--- config.mk ---
export PLATFORM = sky130hd
export DESIGN_NAME = boot_loader_flat
export DESIGN_NICKNAME = d
export VERILOG_FILES = /design/src/hdl/arm_pkg.sv /design/src/hdl/mem_bus_if.sv /design/src/hdl/boot_loader.sv /design/src/flat_wrapper.sv
export VERILOG_INCLUDE_DIRS = /design/src /design/src/hdl
export SDC_FILE = /design/constraint.sdc
export NUM_CORES = 1
export LEC_CHECK = 0
export BUFFER_PORTS_ARGS = -buffer_cell sky130_fd_sc_hd__clkbuf_2
export CORE_UTILIZATION = 39
export DETAILED_ROUTE_END_ITERATION = 16
export GPL_TIMING_DRIVEN = 0
export PLACE_DENSITY = 0.78
export SLEW_MARGIN = 25
export SYNTH_ARGS = -nofsm -noshare
export SYNTH_HDL_FRONTEND = slang
export SYNTH_SLANG_ARGS = --single-unit
--- constraint.sdc ---
create_clock -name clk -period 2.95 [get_ports clk]
set_input_delay 0.59 -clock clk [delete_from_list [all_inputs] [get_ports clk]]
set_output_delay 0.59 -clock clk [all_outputs]
set_load 0.005 [all_outputs]
--- src/hdl/arm_settings.svh ---
`ifndef ARM_SETTINGS_SVH
`define ARM_SETTINGS_SVH

// Byte address width of the RAM, 16 KiB
`define ARM_RAM_AW 14

// Idle cycles between cs and ready
`define ARM_RAM_WAIT 1

`endif

--- src/hdl/arm_pkg.sv ---
package arm_pkg;

    // Word must stay 2'b11, the loader writes with it
    typedef enum logic [1:0] {
        SIZE_BYTE = 2'b00,
        SIZE_HALF = 2'b01,
        SIZE_WORD = 2'b11
    } mem_size_e;

    typedef enum logic [3:0] {
        COND_EQ, COND_NE, COND_CS, COND_CC, COND_MI, COND_PL, COND_VS, COND_VC,
        COND_HI, COND_LS, COND_GE, COND_LT, COND_GT, COND_LE, COND_AL, COND_NV
    } cond_e;

    typedef enum logic [3:0] {
        DP_AND, DP_EOR, DP_SUB, DP_RSB, DP_ADD, DP_ADC, DP_SBC, DP_RSC,
        DP_TST, DP_TEQ, DP_CMP, DP_CMN, DP_ORR, DP_MOV, DP_BIC, DP_MVN
    } dp_op_e;

    // Class tags, bits 27 down
    localparam logic [1:0] CLS_DP  = 2'b00;
    localparam logic [1:0] CLS_LS  = 2'b01;
    localparam logic [2:0] CLS_BR  = 3'b101;
    localparam logic [3:0] SWI_TAG = 4'hF;   // Class and link bit together

    typedef struct packed {
        cond_e       cond;
        logic [1:0]  cls;
        logic        imm;
        dp_op_e      opcode;
        logic        s;
        logic [3:0]  rn;
        logic [3:0]  rd;
        logic [11:0] operand2;   // imm8 in [7:0] or rm in [3:0]
    } dp_instr_t;

    typedef struct packed {
        cond_e       cond;
        logic [1:0]  cls;
        logic        i;
        logic        p;
        logic        u;
        logic        b;
        logic        w;
        logic        l;
        logic [3:0]  rn;
        logic [3:0]  rd;
        logic [11:0] offset12;
    } ls_instr_t;

    typedef struct packed {
        cond_e       cond;
        logic [2:0]  cls;
        logic        link;
        logic [23:0] offset24;   // Word offset from pc+8
    } br_instr_t;

    typedef union packed {
        dp_instr_t   dp;
        ls_instr_t   ls;
        br_instr_t   br;
        logic [31:0] raw;
    } instr_u;

endpackage

--- src/hdl/mem_bus_if.sv ---
`timescale 1ns/100ps
`include "arm_settings.svh"

interface mem_bus_if;
    import arm_pkg::*;

    logic                   cs;
    logic                   we;
    logic [`ARM_RAM_AW-1:0] addr;    // Byte address
    logic [31:0]            wdata;
    mem_size_e              size;
    logic [31:0]            rdata;   // Valid with ready
    logic                   ready;   // One-cycle pulse

    modport master (
        output cs, we, addr, wdata, size,
        input  rdata, ready
    );

    modport slave (
        input  cs, we, addr, wdata, size,
        output rdata, ready
    );

endinterface

--- src/hdl/boot_loader.sv ---
`timescale 1ns/100ps
`include "arm_settings.svh"

module boot_loader (
    input  logic        clk,
    input  logic        rst_n,
    input  logic        load_valid,
    input  logic        load_last,
    input  logic [31:0] load_data,
    mem_bus_if.slave    core_bus,
    mem_bus_if.master   ram_bus,
    output logic        core_run,
    output logic        boot_done
);
    import arm_pkg::*;

    logic                   pending;   // Write waiting for ready
    logic                   last_q;
    logic                   done;
    logic [`ARM_RAM_AW-3:0] wr_idx;
    logic [31:0]            wr_data;

    always_ff @(posedge clk or negedge rst_n) begin
        if (!rst_n) begin
            pending <= 1'b0;
            last_q  <= 1'b0;
            done    <= 1'b0;
            wr_idx  <= '0;
        end else if (pending) begin
            if (ram_bus.ready) begin
                pending <= 1'b0;
                wr_idx  <= wr_idx + 1'b1;
                done    <= last_q;
            end
        end else if (load_valid && !done) begin
            pending <= 1'b1;
            last_q  <= load_last;
        end
    end

    always_ff @(posedge clk) begin
        if (load_valid && !pending) begin
            wr_data <= load_data;
        end
    end

    // Loader owns the RAM until the image is in
    assign ram_bus.cs     = done ? core_bus.cs    : pending;
    assign ram_bus.we     = done ? core_bus.we    : 1'b1;
    assign ram_bus.addr   = done ? core_bus.addr  : {wr_idx, 2'b00};
    assign ram_bus.wdata  = done ? core_bus.wdata : wr_data;
    assign ram_bus.size   = done ? core_bus.size  : SIZE_WORD;
    assign core_bus.rdata = ram_bus.rdata;
    assign core_bus.ready = done && ram_bus.ready;

    assign core_run  = done;
    assign boot_done = done;

    a_strobe_while_pending: assert property (@(posedge clk) disable iff (!rst_n)
        load_valid |-> !pending)
        else $error("load strobe while a RAM write is pending");

    a_strobe_after_done: assert property (@(posedge clk) disable iff (!rst_n)
        load_valid |-> !done)
        else $error("load strobe after boot finished");

endmodule

--- src/flat_wrapper.sv ---
// flat-port wrapper written by rule: the top's interface ports become plain ports
module boot_loader_flat import arm_pkg::*;
  (clk, rst_n, load_valid, load_last, load_data, core_run, boot_done, core_bus_cs, core_bus_we, core_bus_addr, core_bus_wdata, core_bus_size, core_bus_rdata, core_bus_ready, ram_bus_cs, ram_bus_we, ram_bus_addr, ram_bus_wdata, ram_bus_size, ram_bus_rdata, ram_bus_ready);
  mem_bus_if core_bus_i ();
  mem_bus_if ram_bus_i ();
  input  logic clk;
  input  logic rst_n;
  input  logic load_valid;
  input  logic load_last;
  input  logic [31:0] load_data;
  output logic core_run;
  output logic boot_done;
  input wire logic [$bits(core_bus_i.cs)-1:0] core_bus_cs;
  input wire logic [$bits(core_bus_i.we)-1:0] core_bus_we;
  input wire logic [$bits(core_bus_i.addr)-1:0] core_bus_addr;
  input wire logic [$bits(core_bus_i.wdata)-1:0] core_bus_wdata;
  input wire logic [$bits(core_bus_i.size)-1:0] core_bus_size;
  output wire logic [$bits(core_bus_i.rdata)-1:0] core_bus_rdata;
  output wire logic [$bits(core_bus_i.ready)-1:0] core_bus_ready;
  output wire logic [$bits(ram_bus_i.cs)-1:0] ram_bus_cs;
  output wire logic [$bits(ram_bus_i.we)-1:0] ram_bus_we;
  output wire logic [$bits(ram_bus_i.addr)-1:0] ram_bus_addr;
  output wire logic [$bits(ram_bus_i.wdata)-1:0] ram_bus_wdata;
  output wire logic [$bits(ram_bus_i.size)-1:0] ram_bus_size;
  input wire logic [$bits(ram_bus_i.rdata)-1:0] ram_bus_rdata;
  input wire logic [$bits(ram_bus_i.ready)-1:0] ram_bus_ready;
  assign core_bus_i.cs = core_bus_cs;
  assign core_bus_i.we = core_bus_we;
  assign core_bus_i.addr = core_bus_addr;
  assign core_bus_i.wdata = core_bus_wdata;
  assign core_bus_i.size = core_bus_size;
  assign core_bus_rdata = core_bus_i.rdata;
  assign core_bus_ready = core_bus_i.ready;
  assign ram_bus_cs = ram_bus_i.cs;
  assign ram_bus_we = ram_bus_i.we;
  assign ram_bus_addr = ram_bus_i.addr;
  assign ram_bus_wdata = ram_bus_i.wdata;
  assign ram_bus_size = ram_bus_i.size;
  assign ram_bus_i.rdata = ram_bus_rdata;
  assign ram_bus_i.ready = ram_bus_ready;
  boot_loader u_core (.clk(clk), .rst_n(rst_n), .load_valid(load_valid), .load_last(load_last), .load_data(load_data), .core_bus(core_bus_i), .ram_bus(ram_bus_i), .core_run(core_run), .boot_done(boot_done));
endmodule
; ---- After elaboration in Yosys (flattened, before gate mapping)
; Cells that the tools add are included.
[totals]
register_bits = 47
inputBits = 119
output_inout_bits = 85
word_cells = 22
[classes]
addsub = 1
n_mux = 8
bitwise = 1
n_reduce_logical = 7
[op_table]
columns = op, n
row1 = $mux 32, 1
row2 = $mux 14, 1
row3 = $add 12x1->12 const B, 1
row4 = $mux 1, 5
row5 = $reduce_and 2->1, 2
row6 = $logic_and 1x1->1, 3
row7 = $logic_not 1->1, 2
row8 = $mux 2, 1
row9 = $not 1->1, 1

; ---- Longest topological paths before layout
; Gate-level depths: netlist of run 1.
[logic_depth]
depth_word = 4
depth_mapped = 4
ltp_nobuf = 4

; ---- Worst setup path after synthesis of run 1
; No wires, ideal clock.
[synth_path]
path_type = input-to-reg
start = input load_valid
end = register u_core.last_q
setup_ns = 0.128
arrival_time_ns = 2.676
t_required_ns = 2.822
slack_ns = 0.146
stages = 3
n_path_buf = 0
path_cell_list = nor2b_1 -> nor2b_1 -> mux2_1
[synth_via]
elab_chain_len = 2
[synth_lines]
columns = item, line
row1 = from (decl), flat_wrapper.sv:8  ; input logic load_valid;
row2 = $logic_and 1x1->1, boot_loader.sv:35  ; end else if (load_valid && !done) begin
row3 = $reduce_and 2->1 (no line), --
row4 = to (signal assigned), boot_loader.sv:37  ; last_q <= load_last;
row5 = to (decl), boot_loader.sv:18  ; logic last_q;
; Every way passes these cells.
; A chain may end at the register's enable or synchronous reset.

; ---- Worst setup path after layout of run 1
[layout_path]
start = register u_core.done (netlist: u_core.boot_done)
end = output ram_bus_wdata[7]
[layout_via]
elab_chain_len = 1
[layout_lines]
columns = item, line
row1 = from (decl), boot_loader.sv:19  ; logic done;
row2 = from (signal assigned), boot_loader.sv:33  ; done <= last_q;
row3 = $mux 32, boot_loader.sv:51  ; assign ram_bus.wdata = done ? core_bus.wdata : wr_data;
row4 = to (decl), flat_wrapper.sv:23  ; output wire logic [$bits(ram_bus_i.wdata)-1:0] ram_bus_wdata;
; Every way passes these cells.

==> qor.csv, run 1 <==
stage,metric,value,unit
worst_setup_path,cp_max_fo,10,
worst_setup_path,critical_path_arrival,1.75,ns
floorplanning,fp.dieH,81.14,um
synth,synthXorXnorAreaFrac,3.945,%
clock_tree,cts_tree,built,
sta,tns,0,ns
clock_tree,clock_sinks,47,
synth,yosys_warnings,0,
sta,finalHoldViolations,0,
synth,synth_top_family_by_area,multiplexers,
grt,grt_pass1_wl,7783,um
synth,synthSimpleGateAreaFrac,7.223,%
grt,antenna_found_initial,0,
route,drt-pass1-iter-count,4,
grt,grtUsageTotal,16.16,%
sta,final_max_slew_viol_count,0,
sta,finalSetupViolCount,0,
sta,maxSlewHeadroom,75.13,%
power,powerDensity,683.5,mW/mm^2
synth,synth_enable_flop_cells,32,
clock_tree,cts_root_buf,clkbuf_8,
grt,grt_max_degree,28,
route,drt_iter0_drc,29,
route,routedWlPerCell,12.43,um
layout,fin_nets,479,
synth,ys_types,24,
floorplanning,top_level_ports,204,
synth,synth_area_leader_cell,edfxtp_1,
synth,avgSynthCellArea,13.57,um^2
clock_tree,clk_pin_slew,0.09,ns
clock_tree,cts_made_buffers,5,
route,wl,5405,um
floorplanning,die_area,0.006583,mm^2
worst_setup_path,reg2reg_setup_slack,1.47,ns
worst_setup_path,critPathTopFamily,buffers and inverters,
synth,syn_inst,180,
synth,muxShareOfSynthArea,20.75,%
clock_tree,clkLatencyLatePin,0.30,ns
run_status,status,completed,
clock_tree,clock_path_buffers,2,
worst_setup_path,cpPeakStageDelay,0.40,ns
synth,synth_area,0.002442,mm^2
sta,max_freq,0.4277,GHz
synth,synthAdderAreaFrac,0.5123,%
sta,period_share,79.25,%
sta,rsz0062_at_grt,false,
route,postRouteAntennaNets,0,
place,port_buffers,171,
clock_tree,htreeDepth,2,
synth,synthTopCellsByCount,"44 x mux2_2, 33 x buf_4, 32 x edfxtp_1",
route,viasPerCell,4.508,
layout,insertedDiodeCount,0,
route,drcViolationCount,0,
synth,ys_async_sr_fraction,31.91,%
clock_tree,holdBufCountCts,0,
place,postPlaceCellArea,0.003427,mm^2
worst_setup_path,cpMaxStageDelayCell,dfrtp_1,
synth,yosysMostFrequentCell,mux2_2,
place,dpl.hpwl,4453,um
min_path,hp-class,in2async,
grt,grt_pass1_vias,1704,
synth,synth_nets,300,
layout,fin_area,0.003512,mm^2
floorplanning,num_rows,28,
sta,post-route-min-period,2.338,ns
worst_setup_path,critPathLaunchType,flip-flop,
layout,final_util,58.63,%
floorplanning,initial_core_util,40.77,%
layout,layout-drive-gt1-share,73.89,%
synth,synth_top_flop_cell,edfxtp_1,
power,power_leakage,1.786,nW
sta,worst_slew_pin_slew,0.3731,ns
synth,synth-compound-area-share,0.9221,%
power,peakVddDrop,0.0004481,V
sta,finClkSkew,0.01348,ns
worst_setup_path,crit_buf_inv,3,
synth,synth_area_leaders,"edfxtp_1 39%, mux2_2 20%, dfrtp_1 15%, buf_4 10%, xor2_1 2.5%",
synth,seq_area_frac_synth,54.71,%
worst_setup_path,crit_top_cell,buf_2,
floorplanning,die_w,81.14,um
worst_setup_path,crit_path_end_kind,output pin,
clock_tree,cts_resized,0,
worst_setup_path,path_cells,buf_2 > buf_2 > mux2_2 > clkbuf_2,
floorplanning,coreArea,0.005991,mm^2
synth,synth_top_area_share,39.34,%
layout,synthToLayoutAreaGrowth,43.80,%
place,gp_congestion,0.7759,
job,maxCapViolCount,0,
synth,ys_seq_elements,47,
worst_setup_path,critPathKind,reg2out,
worst_setup_path,cp_data_required_time,2.36,ns
grt,gr-total-overflow,0,
route,num_vias,1961,
clock_tree,post_cts_buffers,0,
-- cell usage in the layout, fill, tap and decap left out, types with 3 or more instances in the layout --
cell type / instances
o21ai_0: 3
dfrtp_1: 15
clkbuf_2: 171
nor3_1: 4
nand2b_1: 3
nand2_1: 7
xnor2_1: 4
inv_1: 4
edfxtp_1: 32
xor2_1: 7
clkbuf_8: 5
nor2_1: 3
mux2_2: 44
and2_1: 3
buf_2: 5
buf_4: 33
-- sequential cells by signal (all words and copies together) (netlist names) --
signal and count:
u_core.wr_data 32, u_core.wr_idx 12, u_core.boot_done 1, u_core.last_q 1, u_core.pending 1
-- through the flow --
step | std cells | power [mW] | setup WS (ns) | hold WS, ns
global placement | 426 | 2.007 | -0.6017 | 0.4557
finish | 435 | 2.401 | 0.6121 | 0.1872
floorplan | 180 | 1.585 | 0.1464 | 0.2944
detailed placement | 427 | 2.062 | 0.9105 | 0.4586
global route | 435 | 2.561 | 0.5170 | 0.2007
CTS | 435 | 2.441 | 0.5673 | 0.1871
-- cells by family after synthesis --
kind of cell               Yosys count
xor gates and xnor gates            11
and+or+nand+nor                     29
DFF                                 47
AOI/OAI and AO/OA                    4
adders and majority gates            1
muxes                               45
buffers and inverters               43
-- routing by layer --
layer	vias to the layer above	global-route usage, %	wire (um)
met1	892	17.03	1999
met3	4	4.944	472
li1	961	-	-
met2	104	30.17	2886
met4	0	5.536	48
met5	-	0	0
-- where the power goes --
part	total, mW	switching, mW	internal, mW
clock network	0.375	0.209	0.166
registers	0.947	0.0891	0.858
logic	1.08	0.461	0.619
total	2.40	0.758	1.64
-- worst reg2reg max path, cell delays in order, from the launching register on --
cell and delay [ns]:
dfrtp_1 0.48, nor2b_4 0.33, nor2b_1 0.23, mux2_1 0.33
-- worst paths after layout --
| path | from | depth (start not counted) | endpoint |
|---|---|---|---|
| worst min register to register | u_core.wr_idx[11]$_DFFE_PN0P_ | 1 | u_core.wr_idx[11]$_DFFE_PN0P_ |
| worst min-delay path | rst_n | 1 | u_core.wr_idx[6]$_DFFE_PN0P_ |
| worst max-delay path | u_core.boot_done$_DFFE_PN0P_ | 4 | ram_bus_wdata[7] |
| max in group asynchronous | rst_n | 1 | u_core.wr_idx[10]$_DFFE_PN0P_ |
| min in group clk | load_data[15] | 1 | u_core.wr_data[15]$_DFFE_PP_ |
| worst max register to register | u_core.pending$_DFF_PN0_ | 3 | u_core.last_q$_DFFE_PN0P_ |
-- cell type report --
type | instances | area, um^2
plain buffers | 39 | 276.5
clock buffers | 6 | 72.57
clock inverters | 2 | 12.51
fillers | 536 | 2479
inverters | 4 | 15.01
multi-input cells | 90 | 822.0
flip-flops and latches | 47 | 1336
well taps | 75 | 93.84
repair buffers | 172 | 883.3
Power figures use the tool's default switching activity.
==> inputs of run 2 (changes only) <==
ABC_AREA = 1   (was not set)
PLACE_DENSITY = 0.77   (was 0.78)
clock period = 2.2 ns   (was 2.95 ns; I/O delays follow)
==> run 2 against run 1 <==
Non-clock buffer count increased by 4. Critical endpoint is now ram_bus_wdata[28]. Sequential cell count stayed put. Total power increased by 46%. Synthesized area increased by 4.3%. Synthesized cell count increased by 67%. Wire length increased by 25%. Highest routed layer unchanged. Combinational power up 51%.
==> qor.csv, run 2 <==
stage,metric,value,unit
floorplanning,die_w,82.82,um
synth,yosys_warnings,0,
grt,antenna_found_initial,0,
worst_setup_path,rr_worst_depth,2,
synth,ys_seq_elements,47,
sta,final_max_slew_viol_count,0,
job,maxCapViolCount,0,
synth,yosysMostFrequentCell,nand2_1,
route,routedWlPerCell,12.09,um
synth,synth_area_leader_cell,edfxtp_1,
worst_setup_path,reg2reg_setup_slack,0.75,ns
layout,largest_reg_flops,32,
layout,insertedDiodeCount,0,
sta,finalSetupViolCount,0,
synth,synth_top_flop_cell,edfxtp_1,
synth,ys_types,23,
route,wl,6736,um
layout,regMostFlops,u_core.wr_data,
grt,grt_pass1_vias,2426,
clock_tree,clock_path_buffers,2,
synth,synth_enable_flop_cells,32,
sta,finalHoldWorstSlack,0.05557,ns
worst_setup_path,r2r_start,u_core.pending$_DFF_PN0_,
clock_tree,clkLatencyLatePin,0.29,ns
clock_tree,cts_tree,built,
synth,synth-compound-area-share,2.554,%
layout,synthToLayoutAreaGrowth,42.49,%
clock_tree,clock_sinks,47,
synth,muxShareOfSynthArea,0.4420,%
clock_tree,clk_pin_slew,0.08,ns
route,viasPerCell,4.503,
worst_setup_path,cpMaxStageDelayCell,dfrtp_1,
synth,synth_area,0.002547,mm^2
synth,synthXorXnorAreaFrac,1.719,%
route,wl_met3,520,um
clock_tree,post_cts_buffers,0,
synth,syn_inst,300,
synth,synth_nets,420,
route,drt-pass1-iter-count,4,
clock_tree,cts_resized,0,
floorplanning,initial_core_util,40.35,%
synth,synth_top_area_share,37.72,%
sta,period_share,89.50,%
synth,ys_async_sr_fraction,31.91,%
layout,final_util,57.49,%
sta,finalHoldViolations,0,
route,drt_iter0_drc,100,
worst_setup_path,crit_top_cell,nand2_1,
grt,grt_max_degree,18,
power,power_leakage,2.053,nW
sta,post-route-min-period,1.969,ns
sta,tns,0,ns
power,peakVddDrop,0.0005879,V
layout,layout-drive-gt1-share,48.33,%
place,post-place-cells,549,
power,powerDensity,967.9,mW/mm^2
synth,synthAdderAreaFrac,0.4912,%
worst_setup_path,critical_path_arrival,1.53,ns
sta,maxSlewHeadroom,65.68,%
clock_tree,cts_made_buffers,5,
floorplanning,num_rows,29,
worst_setup_path,critPathLaunchType,flip-flop,
layout,fillers,596,
sta,max_freq,0.5079,GHz
synth,seq_area_frac_synth,52.46,%
layout,fin_nets,599,
clock_tree,holdBufCountCts,0,
worst_setup_path,cpPeakStageDelay,0.44,ns
layout,layout_commonest_cell,clkbuf_2,
min_path,hp-class,in2async,
worst_setup_path,cp_max_fo,10,
place,dpl.hpwl,5530,um
layout,top_regs,"u_core.wr_data (32), u_core.wr_idx (12)",
place,port_buffers,171,
worst_setup_path,crit_start,u_core.boot_done$_DFFE_PN0P_,
route,top_layer,met4,
worst_setup_path,cp_data_required_time,1.76,ns
route,drcViolationCount,0,
clock_tree,htreeDepth,2,
sta,rsz0062_at_grt,false,
route,num_vias,2508,
route,wl_met2,3624,um
floorplanning,coreArea,0.006314,mm^2
layout,final_cell_count_no_fill,557,
place,gp_congestion,0.8254,
synth,synthTopCellsByCount,"141 x nand2_1, 33 x buf_4, 32 x edfxtp_1",
grt,gr-total-overflow,0,
floorplanning,top_level_ports,204,
route,postRouteAntennaNets,0,
floorplanning,die_area,0.006859,mm^2
layout,layout_common_cells,"171 x clkbuf_2, 141 x nand2_1, 33 x buf_4, 32 x edfxtp_1, 18 x inv_1",
synth,synth_area_leaders,"edfxtp_1 38%, nand2_1 21%, dfrtp_1 15%, buf_4 9.7%, inv_1 2.7%",
sta,finClkSkew,0.005628,ns
synth,synthSimpleGateAreaFrac,28.09,%
worst_setup_path,timing.rr.end,u_core.wr_data[30]$_DFFE_PP_,
grt,grt_pass1_wl,10810,um
worst_setup_path,critPathKind,reg2out,
route,wl_met1,2503,um
synth,avgSynthCellArea,8.491,um^2
synth,synth_top_family_by_area,simple AND/OR/NAND/NOR gates,
clock_tree,cts_root_buf,clkbuf_8,
worst_setup_path,crit_path_end_kind,output pin,
run_status,status,completed,
worst_setup_path,path_cells,inv_2 > clkbuf_1 > nand2_1 > nand2_1 > clkbuf_2,
grt,grtUsageTotal,19.67,%
sta,worst_slew_pin_slew,0.5135,ns
floorplanning,fp.dieH,82.82,um
==> run 2: how the worst max path moves through the flow <==
stage / endpoint / cells after the start
floorplan: u_core.wr_data[0]$_DFFE_PP_ / 2
global placement: u_core.wr_data[0]$_DFFE_PP_ / 3
detailed placement: ram_bus_addr[7] / 5
CTS: ram_bus_wdata[28] / 5
global route: ram_bus_wdata[29] / 5
finish: ram_bus_wdata[28] / 5
==> run 2: worst max-delay path: cells and delay by family, from the launching register on <==
family        cells  cell delay (ns)
buf+inv           3             0.61
flops             1             0.44
simple gates      2             0.19
==> run 2: final cells by class <==
type / instances / area, um^2 / area share (%)
buffer: 43 / 291.5 / 8.032
clock buffer: 5 / 68.82 / 1.896
clock inverter: 3 / 38.79 / 1.069
inverter: 19 / 71.32 / 1.965
multi-input combinational: 191 / 855.8 / 23.58
sequential: 47 / 1336 / 36.81
tap: 77 / 96.34 / 2.654
timing repair buffer: 172 / 870.8 / 23.99
==> run 2: cell families after synthesis <==
kind of cell               Yosys count
and+or+nand+nor                    171
buffers and inverters               62
DFF                                 47
AOI/OAI and AO/OA                   13
xor gates and xnor gates             5
muxes                                1
adders and majority gates            1
==> run 2: layer usage <==
layer  vias up  track usage [%]
met5         -                0
met4         0            5.643
met1      1109            20.58
met3         9            5.467
li1       1261                -
met2       129            37.85
==> run 2: through the flow <==
step | instance area, um^2 | setup WS, ns | power, mW
global placement | 3502 | 0.05697 | 2.894
global route | 3630 | 0.02648 | 3.807
finish | 3630 | 0.2311 | 3.513
CTS | 3630 | 0.1856 | 3.564
floorplan | 2550 | 0.4946 | 2.170
detailed placement | 3522 | 0.5132 | 2.944
==> run 2: report_power, final <==
part | switching [mW] | internal (mW) | leakage [nW]
Clock | 0.280 | 0.333 | 0.0556
Combinational | 0.933 | 0.698 | 1.52
Sequential | 0.119 | 1.15 | 0.483
Total | 1.33 | 2.18 | 2.05
==> inputs of run 3 (changes only) <==
==> constraint.sdc (replaced) <==
create_clock -name clk -period 2.2 [get_ports clk]
set_input_delay 0.22 -clock clk [delete_from_list [all_inputs] [get_ports clk]]
set_output_delay 0.22 -clock clk [all_outputs]
set_load 0.005 [all_outputs]
==> run 3 against run 2 <==
Hold slack improved by 0.040 ns. Via count decreased by 0.16%. Global-route usage is essentially flat. Cell count rose by 0.18%. First-iteration DRC count is 8.0% lower. Maximum frequency up 13%. Combinational power barely moved. Setup slack better by 0.22 ns. Clock skew barely moved. Core utilization grew 0.16 points. Non-clock buffer count grew 1. Largest cell class unchanged. Largest power group unchanged. Highest routed layer unchanged.
==> qor.csv, run 3 (synthesis gave the netlist of run 2 again) <==
stage,metric,value,unit
run_status,status,completed,
grt,grt_max_degree,18,
power,p_switching,1.334,mW
grt,gr-total-overflow,0,
place,post-place-cells,549,
clock_tree,clock_sinks,47,
worst_setup_path,cp_data_required_time,1.98,ns
floorplanning,fp.dieH,82.82,um
layout,layout_commonest_cell,clkbuf_2,
floorplanning,num_rows,29,
route,wl,6744,um
min_path,hp-class,in2reg,
worst_setup_path,critical_path_arrival,1.53,ns
sta,final_max_slew_viol_count,0,
floorplanning,die_area,0.006859,mm^2
floorplanning,top_level_ports,204,
clock_tree,cts_made_buffers,5,
grt,antenna_found_initial,0,
layout,fin_area,0.003640,mm^2
sta,max_freq,0.5716,GHz
floorplanning,initial_core_util,40.35,%
sta,maxSlewHeadroom,65.68,%
power,total_power,3.516,mW
place,dpl.hpwl,5530,um
route,num_vias,2504,
layout,synthToLayoutAreaGrowth,42.88,%
sta,post-route-min-period,1.749,ns
sta,tns,0,ns
clock_tree,cts_root_buf,clkbuf_8,
place,port_buffers,171,
power,p_seq_share,36.1,%
route,postRouteAntennaNets,0,
layout,final_cell_count_no_fill,558,
route,routedWlPerCell,12.09,um
worst_setup_path,crit_path_end_kind,output pin,
clock_tree,htreeDepth,2,
worst_setup_path,critPathLaunchType,flip-flop,
sta,worst_slew_pin_slew,0.5135,ns
route,drcViolationCount,0,
clock_tree,clk_pin_slew,0.09,ns
grt,grt_pass1_vias,2434,
clock_tree,cts_tree,built,
worst_setup_path,critPathKind,reg2out,
clock_tree,clkLatencyLatePin,0.29,ns
job,maxCapViolCount,0,
power,pwr-share-clk,17.5,%
grt,grtUsageTotal,19.71,%
sta,rsz0062_at_grt,false,
place,gp_congestion,0.8254,
sta,finalSetupViolCount,0,
place,postPlaceCellArea,0.003522,mm^2
sta,finClkSkew,0.005611,ns
sta,period_share,79.52,%
worst_setup_path,cp_max_fo,10,
route,drt-pass1-iter-count,4,
route,viasPerCell,4.487,
layout,regMostFlops,u_core.wr_data,
power,intPower,2.182,mW
sta,finalHoldWorstSlack,0.09571,ns
floorplanning,coreArea,0.006314,mm^2
floorplanning,die_w,82.82,um
power,swShare,37.94,%
power,peakVddDrop,0.0005880,V
route,drt_iter0_drc,92,
layout,fin_nets,600,
clock_tree,clock_path_buffers,2,
layout,largest_reg_flops,32,
clock_tree,cts_resized,0,
power,power_leakage,2.058,nW
layout,fillers,595,
layout,insertedDiodeCount,0,
grt,grt_pass1_wl,10830,um
power,p_comb_share,46.5,%
power,powerDensity,966.0,mW/mm^2
layout,top_regs,"u_core.wr_data (32), u_core.wr_idx (12)",
sta,finalHoldViolations,0,
layout,layout-drive-gt1-share,48.23,%
layout,layout_common_cells,"171 x clkbuf_2, 141 x nand2_1, 33 x buf_4, 32 x edfxtp_1, 18 x inv_1",
==> run 3: cell types whose count changed in the layout (fill, tap and decap cells not counted) <==
| cell | delta |
|---|---|
| dlygate4sd3_1 | +1 |
==> run 3: per-layer routing <==
metal	vias to the layer above	GRT usage [%]	share of wire, %
met1	1103	20.58	37
met2	129	38.00	54
met5	-	0	0
met3	9	5.467	7.8
met4	0	5.643	1.3
li1	1263	-	-
==> run 3: path summary, 6_finish.rpt <==
kind / startpoint / endpoint / slack (ns) / depth (start not counted)
min: load_data[7] / u_core.wr_data[7]$_DFFE_PP_ / 0.1 / 1
min in group asynchronous: rst_n / u_core.wr_idx[6]$_DFFE_PN0P_ / 0.38 / 2
min reg2reg: u_core.wr_idx[11]$_DFFE_PN0P_ / u_core.wr_idx[11]$_DFFE_PN0P_ / 0.48 / 2
max: u_core.boot_done$_DFFE_PN0P_ / ram_bus_wdata[28] / 0.45 / 5
max reg2reg: u_core.pending$_DFF_PN0_ / u_core.wr_data[30]$_DFFE_PP_ / 0.75 / 2
max in group asynchronous: rst_n / u_core.pending$_DFF_PN0_ / 1.55 / 2
==> run 3: stage by stage <==
step | util, % | worst slack, ns
2_1_floorplan | - | 0.5015
3_3_place_gp | 55.47 | 0.1554
3_5_place_dp | 55.79 | 0.7332
4_1_cts | 57.65 | 0.4056
5_1_grt | 57.65 | 0.2465
6_report | 57.65 | 0.4507
==> run 3: area by class of cell <==
type	instances	area, um^2	area share [%]
Buffer	43	291.5	8.010
Clock buffer	5	68.82	1.891
Clock inverter	3	38.79	1.066
Inverter	19	71.32	1.959
Multi-Input combinational cell	191	855.8	23.51
Sequential cell	47	1336	36.71
Tap cell	77	96.34	2.647
Timing Repair Buffer	173	880.8	24.20
==> run 3: critical path, cell delays in order, from the launching register on <==
cell and delay, ns:
dfrtp_1 0.44, inv_2 0.13, clkbuf_1 0.36, nand2_1 0.11, nand2_1 0.08, clkbuf_2 0.12
==> run 3: repair_timing <==
item,in CTS,in global routing
hold endpoints to repair,15,0
setup endpoints to repair,0,0
buffers inserted,0,0
hold buffers,1,0
==> run 3: power by group through the flow <==
stage / clock network, mW / registers, mW / logic [mW]
after floorplan: 0 / 1.26 / 0.908
final: 0.614 / 1.27 / 1.63
after global routing: 0.678 / 1.29 / 1.84
after global placement: 0 / 1.28 / 1.61
after detailed placement: 0 / 1.29 / 1.65
after CTS: 0.630 / 1.27 / 1.66
